File: config.mk
export PLATFORM = sky130hd
export DESIGN_NAME = rv32_decode
export DESIGN_NICKNAME = d
export VERILOG_FILES = /design/src/hdl/rv32_pkg.sv /design/src/hdl/rv32_decode.sv
export VERILOG_INCLUDE_DIRS = /design/src /design/src/hdl
export SDC_FILE = /design/constraint.sdc
export NUM_CORES = 1
export LEC_CHECK = 0
export BUFFER_PORTS_ARGS = -buffer_cell sky130_fd_sc_hd__buf_2
export CORE_UTILIZATION = 40
export CTS_CLUSTER_DIAMETER = 60
export DETAILED_ROUTE_END_ITERATION = 10
export GPL_TIMING_DRIVEN = 0
export PLACE_DENSITY = 0.61
export SYNTH_ARGS = -nofsm -noshare
export SYNTH_HDL_FRONTEND = slang
export SYNTH_SLANG_ARGS = --single-unit
File: constraint.sdc
create_clock -name clk -period 2.5 [get_ports clk]
set_input_delay 0.125 -clock clk [delete_from_list [all_inputs] [get_ports clk]]
set_output_delay 0.125 -clock clk [all_outputs]
set_load 0.1 [all_outputs]
File: src/hdl/rv32_consts.svh
`ifndef RV32_CONSTS_SVH
`define RV32_CONSTS_SVH

// instruction memory depth in 32-bit words.
`define RV32_IMEM_WORDS 256

// data memory depth in 32-bit words.
`define RV32_DMEM_WORDS 256

// first instruction fetched after reset.
`define RV32_RESET_PC 32'h0000_0000

// writes to this register are mirrored on the leds.
`define RV32_LED_REG 5'd31

// addi x0, x0, 0.
`define RV32_NOP 32'h0000_0013

`endif
File: src/hdl/rv32_pkg.sv
package rv32_pkg;

`include "rv32_consts.svh"

    typedef enum logic [3:0] {
        ALU_ADD,
        ALU_SUB,
        ALU_SLL,
        ALU_SLT,
        ALU_SLTU,
        ALU_XOR,
        ALU_SRL,
        ALU_SRA,
        ALU_OR,
        ALU_AND
    } alu_op_t;

    typedef enum logic [1:0] {SRC1_RS1, SRC1_PC, SRC1_ZERO} src1_t;

    typedef enum logic [1:0] {SRC2_RS2, SRC2_IMM, SRC2_FOUR} src2_t;

    // branch ops test the alu result.
    typedef enum logic [1:0] {
        BRANCH_NEVER,
        BRANCH_ALWAYS,
        BRANCH_ZERO,
        BRANCH_NONZERO
    } branch_op_t;

    // matches funct3[1:0] of loads and stores.
    typedef enum logic [1:0] {WIDTH_BYTE, WIDTH_HALF, WIDTH_WORD} mem_width_t;

    typedef struct packed {
        logic en;
        logic [$clog2(`RV32_IMEM_WORDS)-1:0] addr; // word index.
        logic [31:0] data;
    } imem_write_t;

    typedef struct packed {
        logic valid;
        logic [31:0] pc;
        logic [31:0] instr;
    } fetch_out_t;

    typedef struct packed {
        logic valid;
        logic [4:0] rs1;
        logic [4:0] rs2;
        alu_op_t alu_op;
        src1_t src1;
        src2_t src2;
        logic mem_read;
        logic mem_write;
        mem_width_t mem_width;
        logic zero_extend;
        branch_op_t branch_op;
        logic branch_pc_src; // 1 selects rs1, 0 selects pc.
        logic [4:0] rd;
        logic rd_writeback;
        logic [31:0] pc;
        logic [31:0] rs1_value;
        logic [31:0] rs2_value;
        logic [31:0] imm;
    } decode_out_t;

    typedef struct packed {
        logic valid;
        logic mem_read;
        logic mem_write;
        mem_width_t mem_width;
        logic zero_extend;
        branch_op_t branch_op;
        logic [4:0] rd;
        logic rd_writeback;
        logic [31:0] result;
        logic [31:0] rs2_value;
        logic [31:0] branch_pc;
    } execute_out_t;

    typedef struct packed {
        logic writeback;
        logic [4:0] rd;
        logic [31:0] value;
    } writeback_t;

    typedef struct packed {
        logic taken;
        logic [31:0] pc;
    } branch_t;

endpackage

File: src/hdl/rv32_decode.sv
`timescale 1ns/1ps

module rv32_decode import rv32_pkg::*; (
    input  logic        clk,
    input  logic        reset,
    input  fetch_out_t  fetch_out,
    input  writeback_t  writeback,
    input  branch_t     branch,
    output decode_out_t decode_out
);

    // major opcodes, instr[6:0].
    typedef enum logic [6:0] {
        OP_LUI    = 7'b0110111,
        OP_AUIPC  = 7'b0010111,
        OP_JAL    = 7'b1101111,
        OP_JALR   = 7'b1100111,
        OP_BRANCH = 7'b1100011,
        OP_LOAD   = 7'b0000011,
        OP_STORE  = 7'b0100011,
        OP_IMM    = 7'b0010011,
        OP_REG    = 7'b0110011
    } opcode_t;

    logic [31:0] regs [1:31];

    logic [31:0] instr;
    opcode_t opcode;
    logic [2:0] funct3;
    logic [6:0] funct7;
    logic [31:0] imm_i, imm_s, imm_b, imm_u, imm_j;
    decode_out_t next;

    assign instr  = fetch_out.instr;
    assign opcode = opcode_t'(instr[6:0]);
    assign funct3 = instr[14:12];
    assign funct7 = instr[31:25];

    assign imm_i = {{20{instr[31]}}, instr[31:20]};
    assign imm_s = {{20{instr[31]}}, instr[31:25], instr[11:7]};
    assign imm_b = {{19{instr[31]}}, instr[31], instr[7], instr[30:25], instr[11:8], 1'b0};
    assign imm_u = {instr[31:12], 12'b0};
    assign imm_j = {{11{instr[31]}}, instr[31], instr[19:12], instr[20], instr[30:21], 1'b0};

    // a register being written this cycle is seen by the read.
    function automatic logic [31:0] read_reg(logic [4:0] idx);
        logic [31:0] value;
        if (idx == 5'd0) begin
            value = 32'd0;
        end else if (writeback.writeback && writeback.rd == idx) begin
            value = writeback.value;
        end else begin
            value = regs[idx];
        end
        return value;
    endfunction

    // shared by register and immediate alu ops.
    function automatic alu_op_t alu_from_funct3(logic [2:0] f3, logic alt);
        alu_op_t op;
        case (f3)
            3'b000:  op = alt ? ALU_SUB : ALU_ADD;
            3'b001:  op = ALU_SLL;
            3'b010:  op = ALU_SLT;
            3'b011:  op = ALU_SLTU;
            3'b100:  op = ALU_XOR;
            3'b101:  op = alt ? ALU_SRA : ALU_SRL;
            3'b110:  op = ALU_OR;
            default: op = ALU_AND;
        endcase
        return op;
    endfunction

    always_comb begin
        next.valid         = fetch_out.valid;
        next.rs1           = instr[19:15];
        next.rs2           = instr[24:20];
        next.rd            = instr[11:7];
        next.alu_op        = ALU_ADD;
        next.src1          = SRC1_RS1;
        next.src2          = SRC2_IMM;
        next.mem_read      = 1'b0;
        next.mem_write     = 1'b0;
        next.mem_width     = mem_width_t'(funct3[1:0]);
        next.zero_extend   = funct3[2];
        next.branch_op     = BRANCH_NEVER;
        next.branch_pc_src = 1'b0;
        next.rd_writeback  = 1'b0;
        next.pc            = fetch_out.pc;
        next.rs1_value     = read_reg(instr[19:15]);
        next.rs2_value     = read_reg(instr[24:20]);
        next.imm           = imm_i;

        case (opcode)
            OP_LUI: begin
                next.src1         = SRC1_ZERO;
                next.imm          = imm_u;
                next.rd_writeback = 1'b1;
            end
            OP_AUIPC: begin
                next.src1         = SRC1_PC;
                next.imm          = imm_u;
                next.rd_writeback = 1'b1;
            end
            OP_JAL: begin
                next.src1         = SRC1_PC; // link value is pc + 4.
                next.src2         = SRC2_FOUR;
                next.imm          = imm_j;
                next.branch_op    = BRANCH_ALWAYS;
                next.rd_writeback = 1'b1;
            end
            OP_JALR: begin
                if (funct3 == 3'b000) begin
                    next.src1          = SRC1_PC;
                    next.src2          = SRC2_FOUR;
                    next.branch_op     = BRANCH_ALWAYS;
                    next.branch_pc_src = 1'b1;
                    next.rd_writeback  = 1'b1;
                end
            end
            OP_BRANCH: begin
                next.src2 = SRC2_RS2;
                next.imm  = imm_b;
                if (funct3[2:1] != 2'b01) begin
                    // eq/ne compare via xor, lt/ge via slt or sltu.
                    case (funct3[2:1])
                        2'b00:   next.alu_op = ALU_XOR;
                        2'b10:   next.alu_op = ALU_SLT;
                        default: next.alu_op = ALU_SLTU;
                    endcase
                    next.branch_op = (funct3[0] ^ funct3[2]) ? BRANCH_NONZERO : BRANCH_ZERO;
                end
            end
            OP_LOAD: begin
                if (funct3 != 3'b011 && funct3 != 3'b110 && funct3 != 3'b111) begin
                    next.mem_read     = 1'b1;
                    next.rd_writeback = 1'b1;
                end
            end
            OP_STORE: begin
                next.imm = imm_s;
                if (funct3[2] == 1'b0 && funct3[1:0] != 2'b11) begin
                    next.mem_write = 1'b1;
                end
            end
            OP_IMM: begin
                next.alu_op = alu_from_funct3(funct3, funct3 == 3'b101 && funct7[5]);
                if ((funct3 != 3'b001 && funct3 != 3'b101) || funct7 == 7'b0000000 ||
                    (funct3 == 3'b101 && funct7 == 7'b0100000)) begin
                    next.rd_writeback = 1'b1;
                end
            end
            OP_REG: begin
                next.src2   = SRC2_RS2;
                next.alu_op = alu_from_funct3(funct3, funct7[5]);
                if (funct7 == 7'b0000000 ||
                    (funct7 == 7'b0100000 && (funct3 == 3'b000 || funct3 == 3'b101))) begin
                    next.rd_writeback = 1'b1;
                end
            end
            default: begin
                // unknown encoding, retires as a no-op.
            end
        endcase
    end

    always_ff @(posedge clk) begin
        if (writeback.writeback && writeback.rd != 5'd0) begin
            regs[writeback.rd] <= writeback.value;
        end
    end

    always_ff @(posedge clk) begin
        decode_out <= next;
        if (reset || branch.taken) begin
            decode_out.valid <= 1'b0; // bubble.
        end
    end

endmodule

# Yosys cells after proc, flatten, opt, wreduce, memory -nomap -nowiden
# Memory sizes are Yosys's and may differ from the RTL's. A register that Yosys moved wholly into a read port is not among the register bits.
# Cells that the tools add are included.
[word_totals]
regBits = 97
mem_bits_rw = 992
inputBits = 138
wordCells = 91
mem_count = 1
[mem_list]
columns = ["memory", "depth", "width", "rd", "rd_clocked_by_memory_dff", "wr", "line_no", "source"]
rows = [
  ["regs", 31, 32, 2, 2, 1, "rv32_decode.sv:25", "logic [31:0] regs [1:31];"],
]
[classes]
n_eq_ne = 24
mux = 25
bitwise = 2
reduce_logical = 23
[op_table]
columns = ["cell", "n"]
rows = [
  ["$pmux W31 S4", 1],
  ["$pmux W4 S7", 2],
  ["$eq A7 B6 Y1 const B", 4],
  ["$eq A7 B7 Y1 const B", 3],
  ["$pmux W2 S3", 3],
  ["$eq A7 B5 Y1 const B", 2],
  ["$mux W1", 12],
  ["$pmux W4 S3", 1],
  ["$logic_not A5 Y1", 2],
  ["$eq A3 B3 Y1 const B", 3],
  ["$ne A3 B3 Y1 const B", 3],
  ["$logic_and A1 B1 Y1", 8],
  ["$eq A7 B2 Y1 const B", 1],
  ["$logic_not A7 Y1", 1],
  ["$eq A3 B2 Y1 const B", 2],
  ["$mux W3", 2],
  ["$pmux W3 S2", 1],
  ["$reduce_or A2 Y1", 3],
  ["$logic_or A1 B1 Y1", 5],
  ["$pmux W1 S5", 1],
  ["$reduce_bool A5 Y1", 1],
  ["$mux W2", 2],
  ["$eq A3 B1 Y1 const B", 1],
  ["$logic_not A3 Y1", 1],
  ["9 further kinds", 9],
]

# Depth between registers and ports, before layout
[logic_depth]
ltp_word = 6
depth_mapped = 9
ltp_nobuf = 5

# Least setup slack after synthesis
# OpenSTA, ideal clock, no wires.
[synth_path]
kind = "input-to-reg"
start = "in writeback[36] (netlist bit)"
end = "mem regs[24][0] (enable)"
setup_ns = 0.421
t_arrival_ns = 2.315
required_ns = 2.079
slack_ns = -0.236
cell_stages = 5
path_buffers = 1
path_cell_list = "clkbuf_1 -> or3_1 -> o31a_1 -> nand2_1 -> nor2_1"
[synth_via]
elab_chain_cells = 4
[synth_rtl]
columns = ["element", "line_no", "source"]
rows = [
  ["from (decl)", "rv32_decode.sv:7", "input writeback_t writeback,"],
  ["$reduce_bool A5 Y1", "rv32_decode.sv:168", "if (writeback.writeback && writeback.rd != 5'd0) begin"],
  ["$logic_and A1 B1 Y1", "rv32_decode.sv:168", ""],
  ["$mux W1", "rv32_decode.sv:168", ""],
  ["$mux W1 (implied by the code)", "rv32_decode.sv:169", "regs[writeback.rd] <= writeback.value;"],
  ["to (decl)", "rv32_decode.sv:25", ""],
]
# Several ways; a longest one is shown, not always the timed one.

# Worst setup path after layout
[layout_path]
start = "in fetch_out[17] (netlist bit)"
end = "reg, netlist name decode_out[72]"
[layout_via]
elab_chain_cells = 1
[layout_rtl]
columns = ["element", "line_no", "source"]
rows = [
  ["from (decl)", "rv32_decode.sv:6", "input fetch_out_t fetch_out,"],
  ["$logic_not A5 Y1", "rv32_decode.sv:48", "if (idx == 5'd0) begin"],
]
# Several ways; a longest one is shown, not always the timed one.
# A chain may end at the register's enable or synchronous reset.

==> results.py <==
metrics = {
    "outcome": {
        "outcome": "finished, violations left",
        "violations": "negative setup slack",
    },
    "route": {
        "vias": 33620,
        "viasPerCell": 6.429,
        "route.detailed.drc": 0,
        "dr.pass1.iters": 7,
        "drt-total-wl_um": 183400,
        "drtIter0Drc": 5192,
        "drtAntennaViolNets": 0,
        "wl_per_cell_um": 35.07,
    },
    "finish": {
        "area_delta_synth_final_pct": 20.66,
        "nets": 3609,
        "drive_above_1_share_pct": 32.02,
        "fin_util_pct": 48.79,
        "final_cells": 5229,
        "multiInputGateArea_um2": 17040,
        "design_area_um2": 61500,
        "ff_latch_area_um2": 33010,
        "fill_cells": 10390,
    },
    "global_routing": {
        "grt_usage_pct": 27.95,
        "grt_pass1_vias": 32800,
        "grt_pass1_wl_um": 249900,
        "grt_max_degree": 34,
        "antenna_found_initial": 14,
        "overflow": 0,
    },
    "setup_path": {
        "path_cells": "buf_2 -> clkbuf_1 -> clkbuf_1 -> clkbuf_2 -> o211ai_1 -> a31oi_1",
        "slowest_stage": "a31oi_1",
        "r2r_cells": 4,
        "path_common_cell": "clkbuf_1",
        "endpoint_kind": "register",
        "critical_path_required_ns": 3.08,
        "crit_path_max_incr_delay_ns": 0.82,
        "crit_buf_inv": 4,
        "cp.arrival_ns": 3.25,
        "rrSetupSlack_ns": 0.02,
        "r2r-start": "regs[30][15]$_DFFE_PP_",
        "criticalPathCategory": "in -> reg",
        "critPathMaxFanout": 10,
        "rr_endpoint": "decode_out[47]$_SDFF_PN0_",
        "startpoint_type": "input port",
        "cp_top_family": "buffers and inverters",
    },
    "sta": {
        "tns_ns": -1.468,
        "min_period_ns": 2.665,
        "finalWorstSetupSlack_ns": -0.1649,
        "finalSetupViolations": 22,
        "clock.fmax_mhz": 375.2,
        "period_share_pct": 106.6,
        "hold_viol": 0,
        "rsz0062_at_grt": "false",
        "finClkSkew_ns": 0.03178,
        "timing.hold.ws_ns": 0.05180,
        "slew_violations": 0,
        "relSlewSlack_pct": 14.72,
        "worstMarginPinSlew_ns": 1.279,
    },
    "placement": {
        "placed_area_um2": 55360,
        "place.gp.congestion": 0.9307,
        "port_buffers": 260,
        "place_inst": 4843,
        "place_ws_ns": -1.653,
        "place_hpwl_um": 124700,
    },
    "clocking": {
        "clock_path_buffers": 3,
        "cts_tree": "built",
        "cts.clk_slew.worst_paths_ns": 0.06,
        "clock_latency_ns": 0.77,
        "postCtsSetupBuffers": 0,
        "root_buffer": "clkbuf_16",
        "clock-sinks": 1153,
        "htreeDepth": 4,
        "cts_buffers": 133,
    },
    "die": {
        "boundaryPins": 299,
        "start_util_pct": 40.43,
        "chipHeight_um": 359.0,
        "die_area_um2": 128900,
        "core_region_area_um2": 126100,
        "row_count": 130,
        "die_w_um": 359.0,
    },
    "yosys": {
        "synthArstFlopShare_pct": 0,
        "synth_edf_count": 992,
        "avgSynthCellArea_um2": 17.59,
        "syn_nets": 3040,
        "yosysWarningCount": 0,
        "synthTopCellsByCount": "edfxtp_1, mux4_2, mux2i_1, dfxtp_1, nor2_1",
        "ys_seq_area_share_pct": 64.77,
        "netlist_instances": 2898,
        "synth_area_leaders": "edfxtp_1, mux4_2, dfxtp_1",
        "synthDistinctLibCells": 62,
        "yosys.area.top_type": "edfxtp_1",
        "netlist_area_um2": 50970,
        "synth_ff_type": "edfxtp_1",
        "yosysMostFrequentCell": "edfxtp_1",
        "ys_seq_elements": 1153,
        "synth_top_area_share_pct": 58.44,
    },
    "min_path": {
        "min_to": "decode_out[129]$_DFF_P_",
        "hold_class": "in -> reg",
        "min_from": "fetch_out[7]",
        "worstHoldPathCells": 2,
    },
    "power_and_ir_drop": {
        "p_leak_nw": 21.13,
        "p_per_area_nw_per_um2": 770.9,
        "total_power_mw": 47.41,
        "ir_drop_uv": 796.9,
    },
    "flow_run": {
        "maxCapViolCount": 0,
    },
}
## worst max-delay path by stage
stage | from | endpoint | slack [ns] | depth (start not counted)
floorplan | writeback[36] | regs[24][0]$_DFFE_PP_ | -0.24 | 5
global placement | writeback[36] | regs[16][22]$_DFFE_PP_ | -2.76 | 5
detailed placement | fetch_out[21] | decode_out[43]$_SDFF_PN0_ | -1.65 | 7
CTS | fetch_out[16] | decode_out[77]$_SDFF_PN0_ | -0.04 | 9
global route | fetch_out[16] | decode_out[79]$_SDFF_PN0_ | 0.002 | 9
finish | fetch_out[17] | decode_out[72]$_SDFF_PN0_ | -0.16 | 6
## layer usage
layer | GRT usage (%) | vias to the layer above | wire [µm]
met5 | 0.07399 | - | 207
met4 | 12.97 | 10 | 9235
met3 | 9.356 | 506 | 23670
met2 | 41.68 | 2520 | 80810
met1 | 36.91 | 17350 | 69460
li1 | - | 13230 | -
## power breakdown
group | internal (mW) | switching, mW | leakage [nW]
Clock | 11.8 | 8.14 | 2.19
Sequential | 21.3 | 0.143 | 10.3
Combinational | 1.67 | 4.38 | 8.65
## kinds of logic (layout without fill, tap and decap cells)
kind of cell,Yosys count,after routing,synth area share [%]
buffers and inverters,242,917,2.533
other,0,6,0
XOR/XNOR,11,11,0.1890
flip-flops,1153,1153,64.77
AO/OA/AOI/OAI,517,517,6.986
multiplexers,712,712,23.18
adder cells (fa/ha/maj),4,4,0.09820
AND/OR/NAND/NOR,259,259,2.249
## sequential cells by signal, summed over array words and instances (netlist names)
signal,count
regs,992
decode_out,161
## repair_timing
action	CTS	global route
endpoints found under the setup margin	57	35
hold buffers	137	2
hold endpoints to repair	1089	1
resized for setup	48	73
## layout make-up
cell class	count	share of cell area [%]
Tap cell	1650	3.357
Antenna cell	6	0.02441
Clock inverter	69	1.084
Sequential cell	1153	53.68
Inverter	10	0.06104
Clock buffer	172	6.201
Multi-Input combinational cell	1503	27.70
Timing Repair Buffer	434	5.664
Buffer	232	2.230
## cell usage in the layout (no fill, tap or decap), types with 32 or more instances in the layout
cell type	count
o21ai_0	36
edfxtp_1	992
a21oi_1	95
mux4_2	362
nor2_1	106
buf_2	317
o22ai_1	75
dfxtp_1	161
nand2_1	55
mux2_2	73
mux2i_1	273
dlygate4sd3_1	139
clkbuf_1	85
clkbuf_2	47
clkbuf_16	147
o21a_1	32
o221ai_1	33
a211oi_1	46
No activity file was read; power rests on OpenSTA's default activity.
