==> src/hdl/rv32_consts.svh <==
`ifndef RV32_CONSTS_SVH
`define RV32_CONSTS_SVH

// instruction memory depth in 32-bit words.
`define RV32_IMEM_WORDS 256

// data memory depth in 32-bit words.
`define RV32_DMEM_WORDS 256

// first instruction fetched after reset.
`define RV32_RESET_PC 32'h0000_0000

// writes to this register are mirrored on the leds.
`define RV32_LED_REG 5'd31

// addi x0, x0, 0.
`define RV32_NOP 32'h0000_0013

`endif
==> src/hdl/rv32_pkg.sv <==
package rv32_pkg;

`include "rv32_consts.svh"

    typedef enum logic [3:0] {
        ALU_ADD,
        ALU_SUB,
        ALU_SLL,
        ALU_SLT,
        ALU_SLTU,
        ALU_XOR,
        ALU_SRL,
        ALU_SRA,
        ALU_OR,
        ALU_AND
    } alu_op_t;

    typedef enum logic [1:0] {SRC1_RS1, SRC1_PC, SRC1_ZERO} src1_t;

    typedef enum logic [1:0] {SRC2_RS2, SRC2_IMM, SRC2_FOUR} src2_t;

    // branch ops test the alu result.
    typedef enum logic [1:0] {
        BRANCH_NEVER,
        BRANCH_ALWAYS,
        BRANCH_ZERO,
        BRANCH_NONZERO
    } branch_op_t;

    // matches funct3[1:0] of loads and stores.
    typedef enum logic [1:0] {WIDTH_BYTE, WIDTH_HALF, WIDTH_WORD} mem_width_t;

    typedef struct packed {
        logic en;
        logic [$clog2(`RV32_IMEM_WORDS)-1:0] addr; // word index.
        logic [31:0] data;
    } imem_write_t;

    typedef struct packed {
        logic valid;
        logic [31:0] pc;
        logic [31:0] instr;
    } fetch_out_t;

    typedef struct packed {
        logic valid;
        logic [4:0] rs1;
        logic [4:0] rs2;
        alu_op_t alu_op;
        src1_t src1;
        src2_t src2;
        logic mem_read;
        logic mem_write;
        mem_width_t mem_width;
        logic zero_extend;
        branch_op_t branch_op;
        logic branch_pc_src; // 1 selects rs1, 0 selects pc.
        logic [4:0] rd;
        logic rd_writeback;
        logic [31:0] pc;
        logic [31:0] rs1_value;
        logic [31:0] rs2_value;
        logic [31:0] imm;
    } decode_out_t;

    typedef struct packed {
        logic valid;
        logic mem_read;
        logic mem_write;
        mem_width_t mem_width;
        logic zero_extend;
        branch_op_t branch_op;
        logic [4:0] rd;
        logic rd_writeback;
        logic [31:0] result;
        logic [31:0] rs2_value;
        logic [31:0] branch_pc;
    } execute_out_t;

    typedef struct packed {
        logic writeback;
        logic [4:0] rd;
        logic [31:0] value;
    } writeback_t;

    typedef struct packed {
        logic taken;
        logic [31:0] pc;
    } branch_t;

endpackage

==> src/hdl/rv32_execute.sv <==
`timescale 1ns/1ps

module rv32_execute import rv32_pkg::*; (
    input  logic         clk,
    input  logic         reset,
    input  decode_out_t  decode_out,
    input  writeback_t   writeback,
    input  branch_t      branch,
    output execute_out_t execute_out
);

    logic [31:0] rs1_value, rs2_value;
    logic [31:0] op1, op2;
    logic [31:0] result;
    logic [31:0] branch_base;
    logic [31:0] branch_pc;
    logic own_fwd_ok;

    // load data is not ready in our own register, only on writeback.
    assign own_fwd_ok = execute_out.valid && execute_out.rd_writeback &&
                        !execute_out.mem_read && execute_out.rd != 5'd0;

    function automatic logic [31:0] forward(logic [4:0] rs, logic [31:0] decoded);
        logic [31:0] value;
        if (own_fwd_ok && execute_out.rd == rs) begin
            value = execute_out.result;
        end else if (writeback.writeback && writeback.rd != 5'd0 && writeback.rd == rs) begin
            value = writeback.value;
        end else begin
            value = decoded;
        end
        return value;
    endfunction

    assign rs1_value = forward(decode_out.rs1, decode_out.rs1_value);
    assign rs2_value = forward(decode_out.rs2, decode_out.rs2_value);

    always_comb begin
        case (decode_out.src1)
            SRC1_RS1: op1 = rs1_value;
            SRC1_PC:  op1 = decode_out.pc;
            default:  op1 = 32'd0;
        endcase
        case (decode_out.src2)
            SRC2_RS2: op2 = rs2_value;
            SRC2_IMM: op2 = decode_out.imm;
            default:  op2 = 32'd4;
        endcase
    end

    always_comb begin
        case (decode_out.alu_op)
            ALU_ADD:  result = op1 + op2;
            ALU_SUB:  result = op1 - op2;
            ALU_SLL:  result = op1 << op2[4:0];
            ALU_SLT:  result = {31'd0, $signed(op1) < $signed(op2)};
            ALU_SLTU: result = {31'd0, op1 < op2};
            ALU_XOR:  result = op1 ^ op2;
            ALU_SRL:  result = op1 >> op2[4:0];
            ALU_SRA:  result = $signed(op1) >>> op2[4:0];
            ALU_OR:   result = op1 | op2;
            default:  result = op1 & op2;
        endcase
    end

    // jalr uses rs1 as the base, everything else the pc.
    assign branch_base = decode_out.branch_pc_src ? rs1_value : decode_out.pc;
    assign branch_pc   = (branch_base + decode_out.imm) & ~32'd1;

    always_ff @(posedge clk) begin
        execute_out.valid        <= decode_out.valid && !(reset || branch.taken);
        execute_out.mem_read     <= decode_out.mem_read;
        execute_out.mem_write    <= decode_out.mem_write;
        execute_out.mem_width    <= decode_out.mem_width;
        execute_out.zero_extend  <= decode_out.zero_extend;
        execute_out.branch_op    <= decode_out.branch_op;
        execute_out.rd           <= decode_out.rd;
        execute_out.rd_writeback <= decode_out.rd_writeback;
        execute_out.result       <= result;
        execute_out.rs2_value    <= rs2_value; // store data.
        execute_out.branch_pc    <= branch_pc;
    end

endmodule

==> config.mk <==
export PLATFORM = sky130hd
export DESIGN_NAME = rv32_execute
export DESIGN_NICKNAME = d
export VERILOG_FILES = /design/src/hdl/rv32_pkg.sv /design/src/hdl/rv32_execute.sv
export VERILOG_INCLUDE_DIRS = /design/src /design/src/hdl
export SDC_FILE = /design/constraint.sdc
export NUM_CORES = 1
export LEC_CHECK = 0
export CORE_MARGIN = 2
export CORE_UTILIZATION = 45
export CTS_CLUSTER_DIAMETER = 80
export DETAILED_ROUTE_END_ITERATION = 10
export DONT_BUFFER_PORTS = 1
export GPL_TIMING_DRIVEN = 0
export SYNTH_ARGS = -nofsm -noshare
export SYNTH_HDL_FRONTEND = slang
export SYNTH_SLANG_ARGS = --single-unit
==> constraint.sdc <==
create_clock -name clk -period 7.8 [get_ports clk]
set_input_delay 1.56 -clock clk [delete_from_list [all_inputs] [get_ports clk]]
set_output_delay 1.56 -clock clk [all_outputs]
set_load 0.005 [all_outputs]
Yosys cells after proc, flatten, opt, wreduce, memory -nomap -nowiden. Cells that the tools add are included.

Bits of input ports: 234. Word-level logic and storage cells: 61. Bits in registers: 109.

Bitwise operators: 3. Equality and inequality tests: 14. Multiplexer cells: 8. Shifts and indexed selects: 3. Reduce and logical (&&, ||, !) cells: 17. Magnitude comparators: 2. $add $sub $neg: 3.

Operator list (count): $pmux W32 S9 (1); $mux W32 (5); $pmux W32 S2 (2); $add A32 B32 Y32 (2); $lt A32 B32 Y1 (2); $and A32 B32 Y32 (1); $or A32 B32 Y32 (1); $shl A32 B5 Y32 (1); $shr A32 B5 Y32 (1); $sshr A32 B5 Y32 (1); $sub A32 B32 Y32 (1); $xor A32 B32 Y32 (1); $eq A5 B5 Y1 (4); $eq A4 B3 Y1 const B (4); $reduce_bool A5 Y1 (2); $logic_and A1 B1 Y1 (9); $eq A4 B2 Y1 const B (2); $eq A2 B1 Y1 const B (2); $eq A4 B1 Y1 const B (1); $eq A4 B4 Y1 const B (1); $logic_not A2 Y1 (2); $logic_not A4 Y1 (1); $logic_not A1 Y1 (2); $logic_or A1 B1 Y1 (1).

Logic depth before layout (Yosys ltp). Gate-level depths: netlist of run 1.

Depth in word-level cells: 8. Gate-level depth with buffers: 23. Gate-level depth less buffers: 20.

Worst setup path after synthesis of run 1. OpenSTA, ideal clock, no wires.

Path kind: input port to flip-flop. Start point: input writeback[35] (netlist name). End point: register execute_out[87] (netlist name). Stages on the path: 22. Slack: 1053 ps. Arrival: 6610 ps. Required time: 7663 ps. Buffers on the path: 3. Setup time: 137 ps. Cell sequence: or4_4 -> o211ai_2 -> nor2_2 -> buf_1 -> buf_1 -> mux2i_1 -> a21oi_1 -> mux2i_1 -> or2_2 -> ha_1 -> clkbuf_1 -> nor2b_1 -> a211oi_1 -> a2111oi_0 -> o21ai_0 -> a2111oi_0 -> nor3_1 -> a21o_1 -> a221oi_1 -> xnor2_1 -> a21oi_1 -> o221ai_1.

Word-level cells in the longest chain between the ends: 8.

Ends and longest elaborated chain: from (decl) (RTL line rv32_execute.sv:7) `input writeback_t writeback,`; $reduce_bool A5 Y1 (RTL line rv32_execute.sv:27) `end else if (writeback.writeback && writeback.rd != 5'd0 && writeback.rd == rs) begin`; $logic_and A1 B1 Y1 (RTL line rv32_execute.sv:27); $logic_and A1 B1 Y1 (*) (RTL line rv32_execute.sv:27); $mux W32 (*) (RTL line rv32_execute.sv:27); $mux W32 (*) (RTL line rv32_execute.sv:25) `if (own_fwd_ok && execute_out.rd == rs) begin`; via rs2_value[11] (RTL line rv32_execute.sv:12) `logic [31:0] rs1_value, rs2_value;`; $pmux W32 S2 (*) (RTL line rv32_execute.sv:44) `case (decode_out.src2)`; $sub A32 B32 Y32 / $add A32 B32 Y32 (equally long branches) (RTL line rv32_execute.sv:54, rv32_execute.sv:53); $pmux W32 S9 (*) (RTL line rv32_execute.sv:52) `case (decode_out.alu_op)`; via result[23] (RTL line rv32_execute.sv:14) `logic [31:0] result;`; to (decl) (RTL line rv32_execute.sv:9) `output execute_out_t execute_out`.

The timed path passes the listed nets; every way through them passes the cells marked *.

Final worst setup path of run 1.
Start point: input writeback[35] (netlist name). End point: register execute_out[87] (netlist name).

Word-level cells in the longest chain between the ends: 8.

Ends and longest elaborated chain: $reduce_bool A5 Y1 (RTL line rv32_execute.sv:27); $logic_and A1 B1 Y1 (2 in a row) (RTL line rv32_execute.sv:27); $mux W32 (RTL line rv32_execute.sv:27); $mux W32 (RTL line rv32_execute.sv:25); $pmux W32 S2, on equally long branches (RTL line rv32_execute.sv:39, rv32_execute.sv:44); $sub A32 B32 Y32, or another cell as far along (RTL line rv32_execute.sv:54) `ALU_SUB: result = op1 - op2;`; $pmux W32 S9 (*) (RTL line rv32_execute.sv:52); via result[23] (RTL line rv32_execute.sv:14).

Marked as above.

==> summary.md, run 1 <==
| Metric | Value |
|---|---|
| Synth Area per Inst | 7.43 µm² |
| Final setup skew | 13.4 ps |
| Die ar. | 35,500 µm² |
| Chip width | 188 µm |
| Routed len/inst | 33.0 µm |
| Non-filler cells, final | 2,523 |
| I/O pin cnt | 344 |
| Post-route setup TNS | 0 ps |
| Top_reg_cell synth | dfxtp_1 |
| RSZ-0062 raised after global routing | false |
| Hold path depth | 2 |
| DRT antenna net count | 0 |
| Grt met3 use | 10.4% |
| Measured slew at the worst slew-check pin | 1540 ps |
| GRT busiest layer | met2 |
| Cell Rows | 67 |
| Failing checks | max-capacitance violations, max-slew violations |
| Top flop regs | execute_out x109 |
| Max-Cap Viols | 1 |
| CP max FO | 12 |
| CTS tree | done |
| Synthesized area | 15,300 µm² |
| HPWL Detailed | 67.8 mm |
| Final Max Slew Viols | 2 |
| Outcome | complete, but fails checks |
| Worst Hold End | execute_out[36] |
| Ant diodes | 0 |
| P_leak | 6.77 nW |
| PnR worst setup slack | 185 ps |
| DR pass1 iterations | 7 |
| Synth Net Count | 2,422 |
| CTS root buf | clkbuf_16 |
| Sequential-to-total area share from yosys stat | 14.3% |
| Hold_sp | execute_out[68] |
| Maximum vdd drop | 0.137 mV |
| Flop2flop setup slack | 870 ps |
| Worst R2R End | execute_out[87] |
| Worst EP arrival | 7820 ps |
| Fin crit share | 97.6% |
| Core area | 33,500 µm² |
| Pre-CTS WS | -1000 ps |
| Crit path kind | input pin to flip-flop |
| Clk sink count | 109 |
| Worst setup EP type | flip-flop |
| Max reg flops | 109 |
| Fin. Hold Viols | 0 |
| First-pass GRT wire length | 118 mm |
| Clock slew at reported path FFs | 80 ps |
| Final setup viols | 0 |
| Initial antenna violation count | 1 |
| 1st-iter DRT viols | 2,756 |
| Placed cell count | 2,506 |
| Post-Synthesis Cells | 2,058 |
| Post-synth ARST share | 0% |
| Critical path data required time | 8000 ps |
| Initial Util | 45.6% |
| Relative slew slack | -3.91% |
| CTS buffer count | 9 |
| Cell variety after synth | 96 |
| Area Overhead vs Synth | 6.26% |
| DR vias | 17.9k |
| Pwr dens | 147 nW/µm² |
| M2 GR Usage | 70.8% |
| R2R cell count | 22 |
| Fmax | 0.131 GHz |
| Startpoint types | input pin |
| Number of synthesized flops with an enable pin | 0 |
| Final GP Congestion | 1.12 |
| #FFs+latches synth | 109 |
| Cts hold-fix bufs | 0 |
| DR DRC count | 0 |
| Remaining global-route overflow | 0 |
| Port bufs | 0 |
| Max Root-Sink Buffers | 2 |
| Skew-Pair Late Insertion Delay | 380 ps |
| Min-delay worst type | flip-flop to flip-flop |
| Reg-to-reg startpoint | execute_out[98] |
| GR Util All Layers | 45.2% |
| Fin nets | 2,434 |
| Met1 Use GR | 55.8% |
| Post-DR vias/cell | 7.08 |
| Vias in the first global route | 16.7k |
| Crit path time final | 7620 ps |
| Share of cells above drive strength 1 | 8.05% |
| Most flop-heavy register | execute_out |
| Syn. warnings | 0 |
| Final wirelength | 83.3 mm |
| Die Y | 188 µm |
| CTS H-tree lvls | 3 |
| Pin count of the biggest net entering global routing | 21 |
==> synth_stat cells (6+ instances only) <==
library cell | instances | share of area [%]
a21o_1 | 41 | 2.0
o22ai_1 | 36 | 1.5
a31oi_1 | 24 | 0.98
a211o_1 | 7 | 0.40
a32oi_1 | 32 | 1.8
or2_2 | 32 | 1.3
o2111ai_1 | 6 | 0.34
a211oi_1 | 28 | 1.4
xor2_1 | 15 | 0.86
a221o_1 | 8 | 0.52
ha_1 | 127 | 10
dfxtp_1 | 109 | 14
o21ai_1 | 6 | 0.20
nor2b_1 | 10 | 0.41
o31ai_1 | 10 | 0.49
nor3_1 | 44 | 1.4
clkbuf_1 | 99 | 2.4
xnor2_1 | 54 | 3.1
o21ai_0 | 128 | 4.2
a221oi_1 | 14 | 0.80
mux2_2 | 49 | 3.6
nor2_1 | 220 | 5.4
inv_1 | 99 | 2.4
buf_6 | 6 | 0.44
or3_1 | 7 | 0.29
o221ai_1 | 11 | 0.63
o21a_1 | 23 | 1.1
buf_2 | 16 | 0.52
nand4_1 | 15 | 0.61
mux2i_1 | 199 | 13
a22oi_1 | 15 | 0.74
nor4_1 | 7 | 0.29
nand3_1 | 32 | 1.0
o211ai_1 | 27 | 1.3
o32a_1 | 6 | 0.39
o21bai_1 | 23 | 1.1
and3_1 | 10 | 0.41
buf_1 | 16 | 0.39
nand2_1 | 139 | 3.4
nand2b_1 | 12 | 0.49
a21oi_1 | 178 | 5.8
==> area by class of cell <==
| type | count | area (µm²) |
|---|---|---|
| Clock buffer | 9 | 225 |
| Inverter | 105 | 397 |
| Buffer | 137 | 632 |
| Multi-Input combinational cell | 1704 | 12100 |
| Tap cell | 448 | 561 |
| Sequential cell | 109 | 2180 |
| Clock inverter | 7 | 82.6 |
| Timing Repair Buffer | 4 | 55.1 |
| Fill cell | 3387 | 17300 |
==> report_power, final <==
part	internal, mW	total (mW)	switching, mW	leakage (nW)
sequential	0.640	0.720	0.0802	0.918
clock	0.255	0.495	0.240	0.149
combinational	0.398	1.18	0.780	5.70
total	1.29	2.39	1.10	6.77
==> worst max-delay path by stage <==
stage	cells past startpoint	slack [ps]	endpoint	from
after floorplan	22	1050	execute_out[87]	writeback[35]
after global placement	19	-920	execute_out[87]	writeback[35]
after detailed placement	22	-1000	execute_out[87]	writeback[35]
after CTS	19	20	execute_out[87]	writeback[35]
after global routing	21	9	execute_out[87]	writeback[35]
final	21	180	execute_out[87]	writeback[35]
==> cells by family (layout without fill, tap and decap cells) <==
logic type      Yosys count  count (layout)  share of synthesized area, %
flops                   109             109                          14.3
fa+ha+maj               130             130                          10.8
compound gates          692             692                          30.2
buf+inv                 245             262                          6.69
xor+xnor                 69              69                          3.95
other cells               1               1                        0.0245
simple gates            559             559                          16.7
mux                     253             253                          17.3
==> metal layers <==
metal	up-vias	wire length [µm]
met5	-	12
met4	2	6400
met3	349	10200
met2	1533	35700
met1	8363	30900
li1	7619	-
==> through the flow <==
step	util [%]	hold WS (ps)	total power [mW]	instance area (µm²)
6_report	48.5	595	2.39	16300
3_5_place_dp	47.3	572	1.84	15900
2_1_floorplan	-	507	1.46	15300
3_3_place_gp	47.3	563	1.83	15900
5_1_grt	48.5	611	2.47	16300
4_1_cts	48.3	584	2.33	16200
==> worst max-delay path, cell delays in order <==
cell      delay, ps
or4_4           520
o211ai_2        230
o21ai_0         170
a21boi_0        160
o21ai_0         390
buf_2           410
inv_2           230
buf_2           290
buf_1           450
ha_1            390
nor2_1          100
a21oi_1         100
o41a_1          380
o41a_1          400
a211o_1         370
a211oi_2        410
o21ai_0         260
a21boi_0        430
mux2i_1         230
and3_1          170
o221ai_1        140
==> timing repair <==
action,CTS,global route
endpoints found under the setup margin,11,10
hold endpoints to repair,0,0
pin swaps,1,2
gates resized for setup,11,7
buffers inserted,1,3
==> placed cells by master, fill, tap and decap left out, drive strengths merged, types with 17 or more instances in the layout <==
cell type / n
nor2: 222
mux2i: 201
a21oi: 178
nand2: 139
o21ai: 134
ha: 127
dfxtp: 109
clkbuf: 108
inv: 106
xnor2: 54
mux2: 50
nor3: 45
a21o: 41
buf: 41
o22ai: 36
or2: 34
a32oi: 32
nand3: 32
o211ai: 31
a211oi: 29
a31oi: 24
o21a: 23
o21bai: 23
a221oi: 17
Note: power is estimated with default switching activity, not from simulation.
==> run 2, diff against run 1 <==
==> constraint.sdc (replaced) <==
create_clock -name clk -period 7.8 [get_ports clk]
set_input_delay 2.34 -clock clk [delete_from_list [all_inputs] [get_ports clk]]
set_output_delay 2.34 -clock clk [all_outputs]
set_load 0.005 [all_outputs]
==> run 2 against run 1 <==
- the flow still finishes with violations (max-capacitance violations, max-slew violations)
- first-iteration DRC count up 5.4%
- non-clock buffer count down 3
- sequential share of layout area down 0.075 points
- sequential power about the same
- worst setup slack worse by 89 ps
- via count up 0.43%
- critical path depth up 1
- final cell count about the same
- global-route usage down 0.14 points
- fmax down 1.2%
- combinational power about the same
- sequential cell count unchanged
- critical path type unchanged
==> summary.md, run 2 (same netlist as run 1, synthesis figures left out) <==
| Metric | Value |
|---|---|
| Cell Rows | 67 (unchanged) |
| Fin. Hold Viols | 0 (unchanged) |
| Final wirelength | 83.2 mm (was 83.3 mm) |
| RSZ-0062 raised after global routing | false (unchanged) |
| GRT busiest layer | met2 (unchanged) |
| Number of buffers and inverters on the critical path | 3 (was 4) |
| Fin crit share | 98.8% (was 97.6%) |
| Final Max Slew Viols | 5 (was 2) |
| CTS root buf | clkbuf_16 (unchanged) |
| DR pass1 iterations | 7 (unchanged) |
| Crit path time final | 7700 ps (was 7620 ps) |
| Commonest non-fill, non-tap cell in the layout | nor2_1 (unchanged) |
| Post-route setup TNS | 0 ps (unchanged) |
| CP delay by family, top | compound AO/OA/AOI/OAI gates (unchanged) |
| Final setup skew | 11.7 ps (was 13.4 ps) |
| Max reg flops | 109 (unchanged) |
| Core area | 33,500 µm² (unchanged) |
| Final GP Congestion | 1.12 (unchanged) |
| Cts hold-fix bufs | 0 (unchanged) |
| Initial Util | 45.6% (unchanged) |
| GR Util All Layers | 45.1% (was 45.2%) |
| Fin nets | 2,431 (was 2,434) |
| Area Overhead vs Synth | 6.85% (was 6.26%) |
| Initial antenna violation count | 2 (was 1) |
| DRT antenna net count | 0 (unchanged) |
| First-pass GRT wire length | 118 mm (about the same) |
| Pwr dens | 147 nW/µm² (about the same) |
| HPWL Detailed | 67.8 mm (unchanged) |
| Clk sink count | 109 (unchanged) |
| Critical path data required time | 8080 ps (was 8000 ps) |
| Outcome | complete, but fails checks (unchanged) |
| Routed len/inst | 33.0 µm (about the same) |
| Skew-Pair Late Insertion Delay | 380 ps (about the same) |
| Failing checks | max-capacitance violations, max-slew violations (unchanged) |
| CTS H-tree lvls | 3 (unchanged) |
| Share of cells above drive strength 1 | 9.03% (was 8.05%) |
| Relative slew slack | -5.91% (was -3.91%) |
| CP Cell Sequence | or4_4 -> o211ai_2 -> nor2_2 -> buf_2 -> buf_4 -> mux2i_1 -> a21oi_1 -> mux2i_1 -> or2_2 -> ha_1 -> clkbuf_1 -> o21a_1 -> o21a_1 -> o41a_1 -> o41a_1 -> a211o_1 -> a211oi_4 -> o21ai_0 -> a221o_1 -> o22ai_1 -> a21oi_1 -> a31oi_2 (was or4_4 -> o211ai_2 -> o21ai_0 -> a21boi_0 -> o21ai_0 -> buf_2 -> inv_2 -> buf_2 -> buf_1 -> ha_1 -> nor2_1 -> a21oi_1 -> o41a_1 -> o41a_1 -> a211o_1 -> a211oi_2 -> o21ai_0 -> a21boi_0 -> mux2i_1 -> and3_1 -> o221ai_1) |
| Most flop-heavy register | execute_out (unchanged) |
| Worst EP arrival | 7980 ps (was 7820 ps) |
| CP max FO | 10 (was 12) |
| Post-Route Utilization | 48.7% (was 48.5%) |
| Worst setup EP type | flip-flop (unchanged) |
| I/O pin cnt | 344 (unchanged) |
| Top flop regs | execute_out x109 (unchanged) |
| Min-delay worst type | flip-flop to flip-flop (unchanged) |
| Port bufs | 0 (unchanged) |
| Final setup viols | 0 (unchanged) |
| Fmax | 0.130 GHz (was 0.131 GHz) |
| Max Root-Sink Buffers | 2 (unchanged) |
| PnR worst setup slack | 95.8 ps (was 185 ps) |
| Max-Cap Viols | 1 (unchanged) |
| CTS tree | done (unchanged) |
| Post-DR vias/cell | 7.11 (was 7.08) |
| DR vias | 17.9k (about the same) |
| Remaining global-route overflow | 0 (unchanged) |
| Measured slew at the worst slew-check pin | 1570 ps (was 1540 ps) |
| DR DRC count | 0 (unchanged) |
| Clock slew at reported path FFs | 80 ps (about the same) |
| Maximum vdd drop | 0.136 mV (was 0.137 mV) |
| Die Y | 188 µm (unchanged) |
| CTS buffer count | 9 (unchanged) |
| Startpoint types | input pin (unchanged) |
| CP max stage delay | 530 ps (was 520 ps) |
| P_leak | 6.82 nW (was 6.77 nW) |
| Crit path kind | input pin to flip-flop (unchanged) |
| Most frequent cells in the layout | nor2_1 (219), mux2i_1 (199), a21oi_1 (177) (was nor2_1 (220), mux2i_1 (199), a21oi_1 (178)) |
| Flop2flop setup slack | 1530 ps (was 870 ps) |
| M2 GR Usage | 70.0% (was 70.8%) |
| Pin count of the biggest net entering global routing | 22 (was 21) |
| 1st-iter DRT viols | 2,906 (was 2,756) |
| Pre-CTS WS | -1780 ps (was -1000 ps) |
| Chip width | 188 µm (unchanged) |
| Grt met3 use | 10.2% (was 10.4%) |
| Vias in the first global route | 16.7k (about the same) |
| Die ar. | 35,500 µm² (unchanged) |
| Crit path max-delay cell type | or4_4 (unchanged) |
| Met1 Use GR | 55.7% (was 55.8%) |
==> run 2: changes by cell type in the layout (fill, tap and decap cells not counted), sizes merged <==
cell           previous run  this run
clkbuf                  108       102
buf                      41        45
diode                     0         2
clkdlybuf4s15             1         0
==> run 2: path summary, 6_finish.rpt <==
check / cells past startpoint / to / from
setup reg to reg: 22 / execute_out[85] / execute_out[98]
hold reg to reg: 2 / execute_out[36] / execute_out[68]
setup / recovery: 22 / execute_out[85] / writeback[35]
hold / removal: 2 / execute_out[36] / execute_out[68]
==> run 2: routing by layer <==
layer | wire length [µm] | share of wire, %
met4 | 7120 | 8.6
met3 | 10200 | 12
met2 | 35100 | 42
met5 | 0 | 0
met1 | 30800 | 37
==> run 2: cell type report <==
type | count | area (µm²)
flip-flops and latches | 109 | 2180
clock inverters | 7 | 82.6
repair buffers | 8 | 85.1
diodes | 2 | 5.00
multi-input cells | 1704 | 12200
plain buffers | 130 | 627
fillers | 3388 | 17200
clock buffers | 9 | 225
well taps | 448 | 561
inverters | 105 | 397
==> run 2: power by group <==
| group | switching (mW) | internal (mW) |
|---|---|---|
| Combinational | 0.785 | 0.405 |
| Sequential | 0.0802 | 0.640 |
| Clock | 0.240 | 0.255 |
==> run 2: repair_timing <==
action | in CTS | in global routing
gates resized for setup | 29 | 30
pin swaps | 2 | 3
setup endpoints to repair | 25 | 18
setup buffers | 5 | 3
gates cloned | 0 | 0
==> run 2: stage by stage <==
step,power (mW),cells,instance area (µm²),hold slack (ps)
after detailed placement,1.84,2506,15900,572
after global routing,2.48,2520,16300,613
final,2.40,2522,16300,596
after CTS,2.33,2522,16300,584
after global placement,1.83,2506,15900,563
after floorplan,1.46,2058,15300,507
==> run 2: worst reg2reg max path, cell delays in order (launching register included) <==
cell      delay [ps]
dfxtp_1          360
or4_1            630
o211ai_2         240
or2_2            150
buf_2            190
clkbuf_1         460
nor2_1            80
a21oi_1          250
mux2i_1          140
or2_2            370
ha_1             300
clkbuf_1         210
o21a_1           160
o21a_1           160
o41a_1           150
o41a_1           400
a211o_1          390
a211oi_4         340
o21ai_0          220
a221o_1          330
o22ai_1          260
a21oi_1          100
a31oi_2          300
